**src/verilog/exe_pkg.sv**
```systemverilog
package exe_pkg;

    localparam int XLEN  = 64;
    localparam int WLEN  = 32;
    localparam int OP_W  = 5;
    localparam int SRC_W = 3;

    // codes 28 to 31 are illegal
    typedef enum logic [OP_W-1:0] {
        OP_NOP    = 5'd0,
        OP_SLL    = 5'd1,
        OP_SRL    = 5'd2,
        OP_SRA    = 5'd3,
        OP_ADD    = 5'd4,
        OP_SUB    = 5'd5,
        OP_XOR    = 5'd6,
        OP_OR     = 5'd7,
        OP_AND    = 5'd8,
        OP_SLT    = 5'd9,
        OP_SLTU   = 5'd10,
        OP_MUL    = 5'd11,
        OP_MULH   = 5'd12,
        OP_MULHSU = 5'd13,
        OP_DIV    = 5'd14,
        OP_DIVU   = 5'd15,
        OP_REM    = 5'd16,
        OP_REMU   = 5'd17,
        OP_SLLW   = 5'd18,
        OP_SRLW   = 5'd19,
        OP_SRAW   = 5'd20,
        OP_ADDW   = 5'd21,
        OP_SUBW   = 5'd22,
        OP_MULW   = 5'd23,
        OP_DIVW   = 5'd24,
        OP_DIVUW  = 5'd25,
        OP_REMW   = 5'd26,
        OP_REMUW  = 5'd27
    } exe_op_e;

    // named after the src1/src2 pair they select
    typedef enum logic [SRC_W-1:0] {
        SRC_NONE   = 3'd0,
        SRC_R_R    = 3'd1,
        SRC_R_I    = 3'd2,
        SRC_PC_I   = 3'd3,
        SRC_R_CSR  = 3'd4,
        SRC_NR_CSR = 3'd5,
        SRC_CSR_Z  = 3'd6,
        SRC_CSR_NZ = 3'd7
    } exe_src_e;

    // rv64 word results are sign-extended from bit 31
    function automatic logic [XLEN-1:0] sext_word(input logic [WLEN-1:0] w);
        return {{(XLEN-WLEN){w[WLEN-1]}}, w};
    endfunction

endpackage

```
**src/verilog/exe_result_stage.sv**
```systemverilog
`timescale 1ns/1ns

module exe_result_stage import exe_pkg::*; (
    input  logic            clk,
    input  logic            arst_n,
    input  logic            valid,
    input  exe_op_e         op,
    input  logic [XLEN-1:0] alu_result,
    input  logic            alu_hit,
    input  logic [XLEN-1:0] md_result,
    input  logic            md_hit,
    output logic [XLEN-1:0] result,
    output logic            out_valid,
    output logic            illegal_op
);

    logic [XLEN-1:0] result_d;
    logic            illegal_d;

    // at most one unit owns an op
    assign result_d = alu_hit ? alu_result : (md_hit ? md_result : '0);

    // no unit claimed it and it is not a nop
    assign illegal_d = valid && !alu_hit && !md_hit && (op != OP_NOP);

    always_ff @(posedge clk or negedge arst_n) begin
        if (!arst_n) begin
            result     <= '0;
            out_valid  <= 1'b0;
            illegal_op <= 1'b0;
        end else begin
            result     <= result_d;
            out_valid  <= valid;
            illegal_op <= illegal_d;
        end
    end

endmodule

```
**config.mk**
```make
export PLATFORM = sky130hd
export DESIGN_NAME = exe_result_stage
export DESIGN_NICKNAME = d
export VERILOG_FILES = /design/src/verilog/exe_pkg.sv /design/src/verilog/exe_result_stage.sv
export SDC_FILE = /design/constraint.sdc
export NUM_CORES = 1
export LEC_CHECK = 0
export CAP_MARGIN = 10
export CORE_AREA = 2 2 78 80
export CTS_CLUSTER_DIAMETER = 40
export DETAILED_ROUTE_END_ITERATION = 8
export DIE_AREA = 0 0 80 82
export DONT_BUFFER_PORTS = 1
export PLACE_DENSITY = 0.53
export SETUP_SLACK_MARGIN = 0.5
export SLEW_MARGIN = 30
export SYNTH_ARGS = -nofsm -noshare
export SYNTH_HDL_FRONTEND = slang
export SYNTH_SLANG_ARGS = --single-unit
```
**constraint.sdc**
```tcl
create_clock -name clk -period 0.8 [get_ports clk]
set_input_delay 0.04 -clock clk [delete_from_list [all_inputs] [get_ports clk]]
set_output_delay 0.04 -clock clk [all_outputs]
set_load 0.01 [all_outputs]
```
==> run_results.csv <==
group,metric,value,unit
timing,fmax,1260,MHz
grt,grt_remaining_overflow,0,
timing,min_period_over_period,99.4,%
outcome,violations,"negative hold slack",
synthesis,yosysUniqueCellTypes,11,
synthesis,synth_area_leaders,"dfrtp_1, a22o_1, buf_4",
detailed_routing,wl_per_cell,26.1,um
placed_design,place_worst_setup_slack,-0.119,ns
floorplan,row_count,28,
timing,tns,0,ns
timing,holdWs,-0.598,ns
clocking,clock-sinks,66,
placed_design,portBuffers,0,
synthesis,yosysTopAreaCell,"dfrtp_1",
synthesis,ys_seq_area_share,71.0,%
timing,hold_viol,132,
clocking,h-tree-depth,3,
detailed_routing,dr_total_vias,1436,
flow_run,cap_violations,0,
synthesis,ys_ff_latch,66,
floorplan,chipHeight,82,um
final_layout,num_antenna_cells,0,
detailed_routing,routed_wl,6.29,mm
final_layout,seq_area,1650,um2
final_layout,syn_to_final_growth,22.1,%
critical_path,crit_arrival,0.75,ns
clocking,cts_tree,"done",
critical_path,critPathMaxFanout,1,
hold_path,hold_class,"input pin to asynchronous set/reset pin",
grt,track_usage,17.4,%
placed_design,hpwl,3.80,mm
final_layout,multiInputGateArea,603,um2
timing,max_slew_margin,89.6,%
final_layout,fillCellCount,513,
grt,grt_pass1_vias,1463,
grt,grt_max_degree,68,
power,p_leak,1.32,nW
timing,rsz0062_at_grt,"true",
grt,antenna_found_initial,0,
outcome,status,"finished with violations",
synthesis,syn_nets,288,
detailed_routing,drtAntennaViolNets,0,
final_layout,final_common_cell,"dfrtp_1",
synthesis,synth.cell_area,2330,um2
timing,setup_viol,0,
timing,period_minus_slack,0.795,ns
critical_path,crit_type,"register to primary output",
floorplan,io_pins,204,
detailed_routing,vias_per_cell,5.96,
floorplan,die-area,6560,um2
detailed_routing,dr.pass1.iters,4,
synthesis,synth_warnings,0,
grt,grt_pass1_wl,8.00,mm
power,ir_drop,1080,uV
final_layout,nNetsFinal,300,
clocking,clkTransAtPathRegs,0.07,ns
critical_path,worstPathRequired,0.76,ns
final_layout,final_cell_mix,"dfrtp_1, a22o_1, clkbuf_8, buf_16, buf_6",
critical_path,end_kind,"primary output",
placed_design,place_area,2380,um2
synthesis,synth_cells,150,
clocking,cts_buffers,9,
timing,slew_viol_final,0,
detailed_routing,drc,0,
clocking,clock_path_buffers,2,
placed_design,globalplace.congestion,0.651,
critical_path,startpoint_type,"register",
timing,tightestPinTransition,0.156,ns
floorplan,start_util,40.5,%
detailed_routing,drtIter0Drc,40,
floorplan,core,5750,um2
power,power.density,2450,nW/um2
clocking,cts_root_buffer,"clkbuf_8",
final_layout,stdcell_area,2840,um2
power,fin_total_pwr,6.96,mW
final_layout,drive_gt1_share,18.1,%
timing,fin_ws,0.00512,ns
synthesis,netlist.area_leader.share,71.0,%
synthesis,syn_area_per_cell,15.5,um2
floorplan,die_x,80,um
what timing repair did:
| item | CTS | global route |
|---|---|---|
| buffers inserted | 4 | 2 |
| endpoints found under the hold margin | 132 | 132 |
| pin swaps | 52 | 53 |
| cloned | 4 | 3 |
| gates resized for setup | 9 | 2 |
| endpoints found under the setup margin | 79 | 130 |
flip-flops by register name (all words and copies together), names as in the netlist:
register,cells
out_valid,1
result,64
illegal_op,1
Yosys cell counts:
master    instances
clkbuf_1          2
o21ai_0           1
nor2_1            1
or4_1             1
buf_2             6
o211a_1           1
dfrtp_1          66
nand2_1           2
a22o_1           63
nor2b_1           1
buf_4             6
layout make-up:
| type | count | area share (%) |
|---|---|---|
| flip-flops and latches | 66 | 58.2 |
| multi-input cells | 70 | 21.2 |
| repair buffers | 15 | 10.8 |
| clock buffers | 12 | 5.11 |
| well taps | 75 | 3.31 |
| clock inverters | 3 | 1.41 |
metrics by stage:
stage / util (%) / hold WS [ns] / instances
2_1_floorplan: - / -0.256 / 150
3_5_place_dp: 41.5 / -0.254 / 213
3_3_place_gp: 41.5 / -0.254 / 213
5_1_grt: 49.4 / -0.635 / 241
4_1_cts: 47.5 / -0.616 / 236
6_report: 49.4 / -0.598 / 241
where the power goes:
part           internal (mW)  switching, mW  leakage, nW
clock                   1.50           1.14       0.0962
combinational          0.332          0.171        0.398
sequential              3.58          0.235        0.821
total                   5.41           1.55         1.32
final timing paths:
| path | startpoint | endpoint | slack (ns) | cells after the start |
|---|---|---|---|---|
| worst min-delay path | arst_n | result[56] | -0.60 | 0 |
| max in group asynchronous | arst_n | result[14] | 1.31 | 0 |
| worst max-delay path | result[61] | result[61] | 0.005 | 0 |
| min in group clk | valid | out_valid | -0.27 | 0 |
per-layer routing:
layer  part of all wire [%]  wire length (um)  up-vias  GRT usage, %
li1                       -                 -      597             -
met1                     33              2090      707          18.4
met2                     53              3350      123          29.3
met3                     12               742        9          7.69
met4                    1.7               107        0          9.66
met5                      0                 0        -             0
cell families after synthesis:
logic type / after synthesis / share of synthesized area [%]
AO/OA/AOI/OAI: 65 / 24.4
buffers and inverters: 14 / 3.55
flip-flops: 66 / 71.0
AND/OR/NAND/NOR: 5 / 1.08
Power figures use the tool's default switching activity.
