File: src/verilog/exe_pkg.sv
package exe_pkg;

    localparam int XLEN  = 64;
    localparam int WLEN  = 32;
    localparam int OP_W  = 5;
    localparam int SRC_W = 3;

    // codes 28 to 31 are illegal
    typedef enum logic [OP_W-1:0] {
        OP_NOP    = 5'd0,
        OP_SLL    = 5'd1,
        OP_SRL    = 5'd2,
        OP_SRA    = 5'd3,
        OP_ADD    = 5'd4,
        OP_SUB    = 5'd5,
        OP_XOR    = 5'd6,
        OP_OR     = 5'd7,
        OP_AND    = 5'd8,
        OP_SLT    = 5'd9,
        OP_SLTU   = 5'd10,
        OP_MUL    = 5'd11,
        OP_MULH   = 5'd12,
        OP_MULHSU = 5'd13,
        OP_DIV    = 5'd14,
        OP_DIVU   = 5'd15,
        OP_REM    = 5'd16,
        OP_REMU   = 5'd17,
        OP_SLLW   = 5'd18,
        OP_SRLW   = 5'd19,
        OP_SRAW   = 5'd20,
        OP_ADDW   = 5'd21,
        OP_SUBW   = 5'd22,
        OP_MULW   = 5'd23,
        OP_DIVW   = 5'd24,
        OP_DIVUW  = 5'd25,
        OP_REMW   = 5'd26,
        OP_REMUW  = 5'd27
    } exe_op_e;

    // named after the src1/src2 pair they select
    typedef enum logic [SRC_W-1:0] {
        SRC_NONE   = 3'd0,
        SRC_R_R    = 3'd1,
        SRC_R_I    = 3'd2,
        SRC_PC_I   = 3'd3,
        SRC_R_CSR  = 3'd4,
        SRC_NR_CSR = 3'd5,
        SRC_CSR_Z  = 3'd6,
        SRC_CSR_NZ = 3'd7
    } exe_src_e;

    // rv64 word results are sign-extended from bit 31
    function automatic logic [XLEN-1:0] sext_word(input logic [WLEN-1:0] w);
        return {{(XLEN-WLEN){w[WLEN-1]}}, w};
    endfunction

endpackage

File: src/verilog/exe_operand_if.sv
`timescale 1ns/1ns

interface exe_operand_if import exe_pkg::*; ();

    logic            valid;
    exe_op_e         op;
    logic [XLEN-1:0] src1;
    logic [XLEN-1:0] src2;

    modport source (
        output valid,
        output op,
        output src1,
        output src2
    );

    modport sink (
        input valid,
        input op,
        input src1,
        input src2
    );

endinterface

File: src/verilog/exe_operand_mux.sv
`timescale 1ns/1ns

module exe_operand_mux import exe_pkg::*; (
    input  logic            in_valid,
    input  logic [XLEN-1:0] rs1_data,
    input  logic [XLEN-1:0] rs2_data,
    input  logic [XLEN-1:0] csr_data,
    input  logic [XLEN-1:0] imm,
    input  logic [XLEN-1:0] zimm,
    input  logic [XLEN-1:0] pc,
    input  exe_op_e         op,
    input  exe_src_e        src,
    exe_operand_if.source   opnd
);

    assign opnd.valid = in_valid;
    assign opnd.op    = op;

    always_comb begin
        opnd.src1 = '0;
        opnd.src2 = '0;
        // idle and nop cycles keep both sources at zero
        if (in_valid && op != OP_NOP) begin
            case (src)
                SRC_R_R: begin
                    opnd.src1 = rs1_data;
                    opnd.src2 = rs2_data;
                end
                SRC_R_I: begin
                    opnd.src1 = rs1_data;
                    opnd.src2 = imm;
                end
                SRC_PC_I: begin
                    opnd.src1 = pc;
                    opnd.src2 = imm;
                end
                SRC_R_CSR: begin
                    opnd.src1 = rs1_data;
                    opnd.src2 = csr_data;
                end
                // csrrc ands the csr with the inverted mask
                SRC_NR_CSR: begin
                    opnd.src1 = ~rs1_data;
                    opnd.src2 = csr_data;
                end
                SRC_CSR_Z: begin
                    opnd.src1 = csr_data;
                    opnd.src2 = zimm;
                end
                // csrrci
                SRC_CSR_NZ: begin
                    opnd.src1 = csr_data;
                    opnd.src2 = ~zimm;
                end
                default: begin
                    opnd.src1 = '0;
                    opnd.src2 = '0;
                end
            endcase
        end
    end

endmodule

File: src/flat_wrapper.sv
// flat-port wrapper written by rule: the top's interface ports become plain ports
module exe_operand_mux_flat import exe_pkg::*;
  (in_valid, rs1_data, rs2_data, csr_data, imm, zimm, pc, op, src, opnd_valid, opnd_op, opnd_src1, opnd_src2);
  exe_operand_if opnd_i ();
  input  logic in_valid;
  input  logic [XLEN-1:0] rs1_data;
  input  logic [XLEN-1:0] rs2_data;
  input  logic [XLEN-1:0] csr_data;
  input  logic [XLEN-1:0] imm;
  input  logic [XLEN-1:0] zimm;
  input  logic [XLEN-1:0] pc;
  input  exe_op_e op;
  input  exe_src_e src;
  output wire logic [$bits(opnd_i.valid)-1:0] opnd_valid;
  output wire logic [$bits(opnd_i.op)-1:0] opnd_op;
  output wire logic [$bits(opnd_i.src1)-1:0] opnd_src1;
  output wire logic [$bits(opnd_i.src2)-1:0] opnd_src2;
  assign opnd_valid = opnd_i.valid;
  assign opnd_op = opnd_i.op;
  assign opnd_src1 = opnd_i.src1;
  assign opnd_src2 = opnd_i.src2;
  exe_operand_mux u_core (.in_valid(in_valid), .rs1_data(rs1_data), .rs2_data(rs2_data), .csr_data(csr_data), .imm(imm), .zimm(zimm), .pc(pc), .op(op), .src(src), .opnd(opnd_i));
endmodule
File: config.mk
export PLATFORM = sky130hd
export DESIGN_NAME = exe_operand_mux_flat
export DESIGN_NICKNAME = d
export VERILOG_FILES = /design/src/verilog/exe_pkg.sv /design/src/verilog/exe_operand_if.sv /design/src/verilog/exe_operand_mux.sv /design/src/flat_wrapper.sv
export SDC_FILE = /design/constraint.sdc
export NUM_CORES = 1
export LEC_CHECK = 0
export BUFFER_PORTS_ARGS = -buffer_cell sky130_fd_sc_hd__buf_4
export CORE_AREA = 5 5 201 203
export DETAILED_ROUTE_END_ITERATION = 6
export DIE_AREA = 0 0 206 208
export PLACE_DENSITY = 0.42
export SLEW_MARGIN = 20
export SYNTH_ARGS = -nofsm -noshare
export SYNTH_HDL_FRONTEND = slang
export SYNTH_SLANG_ARGS = --single-unit
File: constraint.sdc
create_clock -name vclk -period 1.5
set_input_delay 0.075 -clock vclk [all_inputs]
set_output_delay 0.075 -clock vclk [all_outputs]
set_load 0.005 [all_outputs]
==> results of run 1 <==
power by group through the flow:
stage / Clock, mW / Combinational [mW] / Sequential, mW
2_1_floorplan: 0 / 1.40 / 0
3_3_place_gp: 0 / 3.37 / 0
3_5_place_dp: 0 / 3.37 / 0
4_1_cts: 0 / 3.43 / 0
5_1_grt: 0.000000537 / 3.66 / 0
6_report: 0.000000629 / 3.42 / 0
final cells by class:
| class | count | area (um2) | area share |
|---|---|---|---|
| Multi-Input combinational cell | 774 | 5740 | 0.501 |
| Timing Repair Buffer | 614 | 5050 | 0.441 |
| Tap cell | 518 | 648 | 0.0565 |
| Antenna cell | 7 | 17.5 | 0.00153 |
| Inverter | 1 | 3.75 | 0.000327 |
stage by stage:
step	setup slack, ps	power, mW	cell area, um2	hold WS (ps)
floorplan	290	1.40	6380	231
global placement	-181	3.37	11200	327
detailed placement	-177	3.37	11200	325
CTS	-150	3.43	11300	313
global route	-143	3.66	11500	325
finish	-106	3.42	11500	315
how the worst max path moves through the flow:
stage | from | endpoint | slack, ps
after floorplan | op[0] | opnd_src1[10] | 290
final | op[0] | opnd_src2[61] | -110
after global routing | op[0] | opnd_src2[61] | -140
after global placement | op[0] | opnd_src2[61] | -180
after detailed placement | op[0] | opnd_src2[61] | -180
after CTS | op[0] | opnd_src2[61] | -150
layer usage:
metal  vias to the layer above  track usage  share of wire
li1                       4605            -              -
met1                      4702        0.215           0.35
met5                         -            0        0.00043
met2                       463        0.393           0.53
met3                        49       0.0585          0.092
met4                         4       0.0585          0.030
cells by family (layout without fill, tap and decap cells):
| group | count (synthesis) | in the layout | share of synthesized area |
|---|---|---|---|
| other | 0 | 7 | 0 |
| buffers and inverters | 154 | 615 | 0.124 |
| xor gates and xnor gates | 2 | 2 | 0.00569 |
| and+or+nand+nor | 448 | 448 | 0.476 |
| AOI/OAI and AO/OA | 323 | 323 | 0.392 |
| muxes | 1 | 1 | 0.00157 |
placed cells by master, fill, tap and decap left out, types with 29 or more instances in the layout:
cell type and count:
nand2_1 64, nor3b_1 61, a41oi_1 29, nand3b_1 189
nand3_1 63, a41oi_2 34, buf_4 576, and3b_1 63
buf_12 30, o21ai_0 61, a2bb2oi_1 63, o211ai_1 64
a31oi_1 64
timing repair:
item                       CTS  global route
pin swaps                    1             3
gates resized for setup     14            13
gates cloned                 1             1
setup endpoints to repair  122           128
buffers inserted             3             1
==> results.md, run 1 <==
- Hold-fix buffers, CTS: 0
- Area delta synth->final: 79.7%
- RSZ-0062 raised after global routing: true
- Endpoints failing hold: 0
- CORE AREA: 38300 um2
- Hold Path Cell Cnt: 2
- Commonest cells post-synth: nand3b_1, clkbuf_1, a31oi_1, nand2_1, o211ai_1
- Sw Pwr: 1.58 mW
- GP Congestion: slightly below 0.9
- Hold Path Origin: op[3]
- Nets: 1784
- Hpwl dp: roughly 39000 um
- Power density over the cells: 298 nW/um2
- Part of the power in combinational logic: 1.000
- Die area: around 43000 um2
- Final cell count without fillers: 1914
- Hold path endpoint: opnd_op[3]
- Most used cell, CP: buf_12
- Final min period: 1610 ps
- Total grt overflow: 0
- CP max FO: 17
- Vias in the first global route: 9972
- Tot GR Track Use: 0.205
- Failing checks: setup timing
- Pins Over Slew Limit: 0
- Filler cells: 4282
- Die height: 208 um
- Row cnt: 72
- Mapped Nets: 1321
- Setup TNS Final: -5750 ps
- Critical path depth: 7
- DRT antenna net count: 0
- Worst-margin pin slew: 415 ps
- Switching part of the total power: 0.461
- Seq Cell Count: 0
- DR pass1 iterations: 5
- Hold Path Class: input pin to primary output
- Internal: 1.84 mW
- Worst Path Buf+Inv: 4
- Chip width: 206 um
- Status: finished, violations left
- Crit. End Element: primary output
- Yosys top cell area share: 0.222
- Leading area contributor after synthesis: nand3b_1
- CP top delay family: buffers and inverters
- Synth top area cells: nand3b_1, a2bb2oi_1, and3b_1
- Worst setup margin: -106 ps
- Max-Cap Viols: 0
- Slowest stage delay, CP: approximately 530 ps
- Vias per cell: 5.13
- Slowest CP cell: or4_4
- Final-layout clock buffer total: 0
- Largest net degree at the start of global routing: 102
- Reg power frac: 0
- F_max: 623 MHz
- Number of I/O pins: 527
- Initial antenna violation count: 9
- Vias: 9823
- Clock share of power: 0
- Number of buffers added on ports: 527
- Startpoint Class: input pin
- Share of cells above drive strength 1: 0.474
- DR DRC count: 0
- Reg area: 0 um2
- Syn Inst Count: 928
- CP Class: input pin to primary output
- WP data arrival: 1530 ps
- Final core occ: 0.299
- CP Cell Sequence: buf_6 -> or4_4 -> o21ai_4 -> buf_12 -> buf_12 -> a31oi_1 -> buf_4
- Peak supply drop: roughly 0.088 mV
- Seq/Total Area, Yosys: 0
- Routed len/inst: roughly 25 um
- Distinct cells, synth: 28
- CP Data Required Time: 1420 ps
- Placed Cells incl. Taps: 1901
- Max-slew headroom: 0.724
- Count leader, synth: nand3b_1
- Mapped Avg Cell Area: 6.87 um2
- Syn. warnings: 0
- Initial core utilization: 0.167
- Global-route wire length before repair: approximately 68000 um
- Count of endpoints failing setup in the final report: ~120
- Starting DRT DRC Count: 515
- Fin crit share: 1.07
- Post-Syn Area: around 6400 um2
- Pleak: 4.65 nW
- Drt total wl: 48600 um
Note: power is estimated with default switching activity, not from simulation.
==> run 2, diff against run 1 <==
--- a/config.mk
+++ b/config.mk
@@ -6,11 +6,10 @@
 export NUM_CORES = 1
 export LEC_CHECK = 0
 export BUFFER_PORTS_ARGS = -buffer_cell sky130_fd_sc_hd__buf_4
-export CORE_AREA = 5 5 201 203
+export CORE_AREA = 2 2 204 206
 export DETAILED_ROUTE_END_ITERATION = 6
 export DIE_AREA = 0 0 206 208
-export PLACE_DENSITY = 0.42
-export SLEW_MARGIN = 20
+export PLACE_DENSITY = 0.4
 export SYNTH_ARGS = -nofsm -noshare
 export SYNTH_HDL_FRONTEND = slang
 export SYNTH_SLANG_ARGS = --single-unit
==> run 2 against run 1 <==
Net effect: the run still ends with setup timing left; critical path depth increased by 1; maximum frequency decreased by 2.5%; sequential share of layout area unchanged; sequential cell count unchanged; clock-buffer cell count unchanged; first-iteration DRC count increased by 7.8%; combinational power increased by 6.1%; critical path type unchanged; cell area increased by 5.8%.
==> results.md, run 2 (synthesis gave the netlist of run 1 again) <==
- Status: finished, violations left
- Failing checks: setup timing
- Commonest non-fill, non-tap cell in the layout: buf_4
- Power density over the cells: 299 nW/um2
- Initial core utilization: 0.157
- Area delta synth->final: 90.1%
- Vias: 9974
- Reg power frac: 0
- Hold path endpoint: opnd_op[0]
- DR pass1 iterations: 7
- Number of buffers added on ports: 527
- Max-Cap Viols: 0
- Pins Over Slew Limit: 0
- Hold Path Class: input pin to primary output
- Hpwl dp: 32700 um
- Crit. End Element: primary output
- Max-slew headroom: 0.722
- CORE AREA: about 41000 um2
- Final cell count without fillers: 1948
- Placed Cells incl. Taps: 1938
- Count of endpoints failing setup in the final report: around 130
- Internal: around 2.0 mW
- DRT antenna net count: 0
- CP Data Required Time: 1420 ps
- Final min period: between 1500 and 2000 ps
- CP Class: input pin to primary output
- Power, Total: ~3.6 mW
- Diode count: 0
- Filler cells: 4441
- Worst-margin pin slew: 413 ps
- Area of the multi-input gates: 5930 um2
- Fin crit share: 1.10
- Setup TNS Final: -10400 ps
- Drt total wl: 43200 um
- CP max FO: 9
- RSZ-0062 raised after global routing: true
- Routed len/inst: 22.2 um
- Endpoints failing hold: 0
- Global-route wire length before repair: 61800 um
- Reg area: 0 um2
- Peak supply drop: 0.144 mV
- Number of I/O pins: 527
- Starting DRT DRC Count: 555
- Worst setup margin: -147 ps
- Seq Cell Count: 0
- Tot GR Track Use: 0.183
- F_max: about 610 MHz
- Hold Path Origin: op[0]
- Share of cells above drive strength 1: 0.492
- Switching part of the total power: 0.446
- Vias per cell: 5.12
- Part of the power in combinational logic: 1.000
- Initial antenna violation count: 0
- Sw Pwr: 1.62 mW
- Final-layout clock buffer total: 0
- Hold Path Cell Cnt: 2
- GP Congestion: 0.868
- Die area: 42800 um2
- Nets: 1811
- DR DRC count: 0
- Hold-fix buffers, CTS: 0
- Total grt overflow: 0
- Most frequent cells in the layout: buf_4, nand3b_1, nand2_1, o211ai_1
- Row cnt: 74
- Vias in the first global route: 10071
- Clock share of power: 0
- Pleak: a little under 5 nW
- WP data arrival: about 1600 ps
- Startpoint Class: input pin
- Placed Area: 11500 um2
- Chip width: 206 um
- Die height: between 200 and 250 um
- Largest net degree at the start of global routing: 90
- Post-Layout Inst Area: between 10000 and 15000 um2
[run 2: worst max-delay path, stage by stage]
cell,delay (ps)
buf_6,90
or4_4,530
o21ai_4,150
buf_12,140
buf_12,160
buf_12,150
a31oi_1,80
buf_4,180
[run 2: metrics by stage]
step | setup WS, ps | hold WS [ps] | utilization
floorplan | 290 | 231 | -
global placement | -200 | 327 | 0.283
detailed placement | -199 | 323 | 0.283
CTS | -166 | 315 | 0.293
global route | -171 | 330 | 0.299
finish | -147 | 315 | 0.299
[run 2: power groups by stage]
| stage | clock (mW) | sequential [mW] | combinational, mW |
|---|---|---|---|
| 3_3_place_gp | 0 | 0 | 3.39 |
| 3_5_place_dp | 0 | 0 | 3.40 |
| 5_1_grt | 0 | 0 | 3.88 |
| 4_1_cts | 0 | 0 | 3.57 |
| 6_report | 0 | 0 | 3.63 |
| 2_1_floorplan | 0 | 0 | 1.40 |
[run 2: how the worst max path moves through the flow]
| stage | endpoint | cells after the start | slack [ps] | startpoint |
|---|---|---|---|---|
| global route | opnd_src2[27] | 8 | -170 | op[0] |
| finish | opnd_src2[27] | 8 | -150 | op[0] |
| global placement | opnd_src2[27] | 7 | -200 | op[0] |
| CTS | opnd_src2[27] | 8 | -170 | op[0] |
| floorplan | opnd_src1[10] | 5 | 290 | op[0] |
| detailed placement | opnd_src2[27] | 7 | -200 | op[0] |
[run 2: final cells by class]
class | instances | share of cell area
repair buffers | 641 | 0.456
multi-input cells | 774 | 0.489
well taps | 532 | 0.0549
inverters | 1 | 0.000310
[run 2: timing repair]
action,CTS,global route
cloned,3,3
setup buffers,5,0
pin swaps,0,1
setup endpoints to repair,120,128
resized for setup,41,33
[run 2: metal layers]
layer,vias to the layer above,track usage,part of all wire
met5,-,0,0
met2,436,0.322,0.49
met4,0,0.0640,0.040
li1,4650,-,-
met3,78,0.0224,0.062
met1,4810,0.228,0.41
==> run 3, diff against run 2 <==
--- a/config.mk
+++ b/config.mk
@@ -5,7 +5,7 @@
 export SDC_FILE = /design/constraint.sdc
 export NUM_CORES = 1
 export LEC_CHECK = 0
-export BUFFER_PORTS_ARGS = -buffer_cell sky130_fd_sc_hd__buf_4
+export BUFFER_PORTS_ARGS = -buffer_cell sky130_fd_sc_hd__clkbuf_2
 export CORE_AREA = 2 2 204 206
 export DETAILED_ROUTE_END_ITERATION = 6
 export DIE_AREA = 0 0 206 208
==> run 3 against run 2 <==
Net effect: the flow still finishes with violations (setup timing); sequential share of layout area unchanged; global-route usage fell by 0.98 points; die area did not move; utilization decreased by 3.9 points; non-clock buffer count up 23; combinational power shrank 15%; first-iteration DRC count is 9.4% higher; critical endpoint is now opnd_src2[24]; wire length decreased by 4.4%; maximum frequency grew 1.2%.
==> results.md, run 3 (synthesis gave the netlist of run 1 again) <==
- Status: finished, violations left
- Failing checks: setup timing
- Hold Path Class: input pin to primary output
- RSZ-0062 raised after global routing: true
- Final min period: 1630 ps
- Hpwl dp: ~31000 um
- Vias in the first global route: 10029
- Endpoints failing hold: 0
- Pleak: 4.59 nW
- Clock share of power: 0
- Vias per cell: 5.10
- Startpoint Class: input pin
- Post-Layout Inst Area: 10600 um2
- Count of endpoints failing setup in the final report: 111
- Share of cells above drive strength 1: 0.484
- Met2 WL: 19900 um
- Sw Pwr: 1.55 mW
- Area of the multi-input gates: approximately 5700 um2
- GP Congestion: between 0.9 and 1
- Filler cells: roughly 4500
- Reg power frac: 0
- WP data arrival: 1550 ps
- Most used cell, CP: clkbuf_2
- Hold-fix buffers, CTS: 0
- Worst setup margin: -128 ps
- Switching part of the total power: 0.500
- Drt total wl: 41300 um
- Die height: 208 um
- DR pass1 iterations: 5
- Vias: 10053
- Global-route wire length before repair: about 59000 um
- Routed len/inst: 20.9 um
- Placed Area: 10200 um2
- Reg area: 0 um2
- Die area: 42800 um2
- Crit. End Element: primary output
- Power, Total: 3.10 mW
- Power density over the cells: 294 nW/um2
- Final-layout clock buffer total: 0
- Commonest non-fill, non-tap cell in the layout: clkbuf_2
- Row cnt: 74
- Pins Over Slew Limit: 0
- Number of I/O pins: 527
- Placed Cells incl. Taps: 1958
- Diode count: 0
- Worst Hold Slack: about 340 ps
- Max-slew headroom: 0.671
- Most frequent cells in the layout: clkbuf_2, nand3b_1, buf_4
- Chip width: roughly 200 um
- Max-Cap Viols: 0
- CP Class: input pin to primary output
- WL met1: between 15000 and 20000 um
- Worst-margin pin slew: 494 ps
- Worst Path Buf+Inv: 5
- Seq Cell Count: 0
- Tot GR Track Use: 0.173
- Highest routed layer: met4
- Total grt overflow: 0
- Largest net degree at the start of global routing: 55
- Final cell count without fillers: 1971
- Part of the power in combinational logic: 1.000
- CP max FO: 14
- CP Data Required Time: 1420 ps
- Final core occ: 0.260
- Initial antenna violation count: 0
- Nets: 1834
- Setup TNS Final: -9500 ps
- Slowest CP cell: or4_4
- Slowest stage delay, CP: 550 ps
- F_max: 614 MHz
- Area delta synth->final: 65.5%
- Number of buffers added on ports: roughly 530
- Internal: 1.55 mW
- Peak supply drop: 0.108 mV
- Met3 wire length: 3050 um
- CP Cell Sequence: clkbuf_2 -> or4_4 -> o21ai_4 -> buf_12 -> buf_16 -> clkbuf_16 -> a31oi_1 -> clkbuf_2
- Initial core utilization: 0.157
- Starting DRT DRC Count: 607
- DRT antenna net count: 0
- Pre-CTS setup slack: -143 ps
- Fin crit share: 1.09
- DR DRC count: 0
- CP top delay family: buffers and inverters
- CORE AREA: between 40000 and 50000 um2
## run 3: cell count changes in the layout (fill, tap and decap cells not counted), moves of 2 or more
| cell | previous run | this run |
|---|---|---|
| a31oi_4 | 10 | 0 |
| a41oi_4 | 3 | 0 |
| clkbuf_2 | 0 | 523 |
| a41oi_2 | 29 | 24 |
| a31oi_1 | 51 | 64 |
| buf_12 | 37 | 27 |
| buf_6 | 23 | 2 |
| buf_4 | 571 | 99 |
| bufbuf_16 | 0 | 2 |
| a41oi_1 | 31 | 39 |
| a31oi_2 | 3 | 0 |
## run 3: what timing repair did
item                                    CTS  global route
resized for setup                         5             9
endpoints found under the setup margin  113           128
setup buffers                             4             3
pin swaps                                 1             2
cloned                                    3             4
## run 3: layer usage
layer / vias to the layer above / GRT usage
met1: 4751 / 0.215
li1: 4699 / -
met3: 76 / 0.0244
met5: - / 0
met2: 527 / 0.306
met4: 0 / 0.0510
## run 3: worst paths after layout
check  startpoint       endpoint  slack (ps)  cells past startpoint
min         op[0]     opnd_op[0]         340                      2
max         op[0]  opnd_src2[24]        -130                      8
## run 3: cell type report
cell class | count | share of cell area
inverter | 1 | 0.000356
timing repair buffer | 664 | 0.401
multi-input combinational | 774 | 0.536
tap | 532 | 0.0630
## run 3: power by group through the flow
stage	registers, mW	clock network (mW)	logic (mW)
CTS	0	0	3.05
floorplan	0	0	1.40
finish	0	0	3.10
global route	0	0	3.35
detailed placement	0	0	2.95
global placement	0	0	2.94
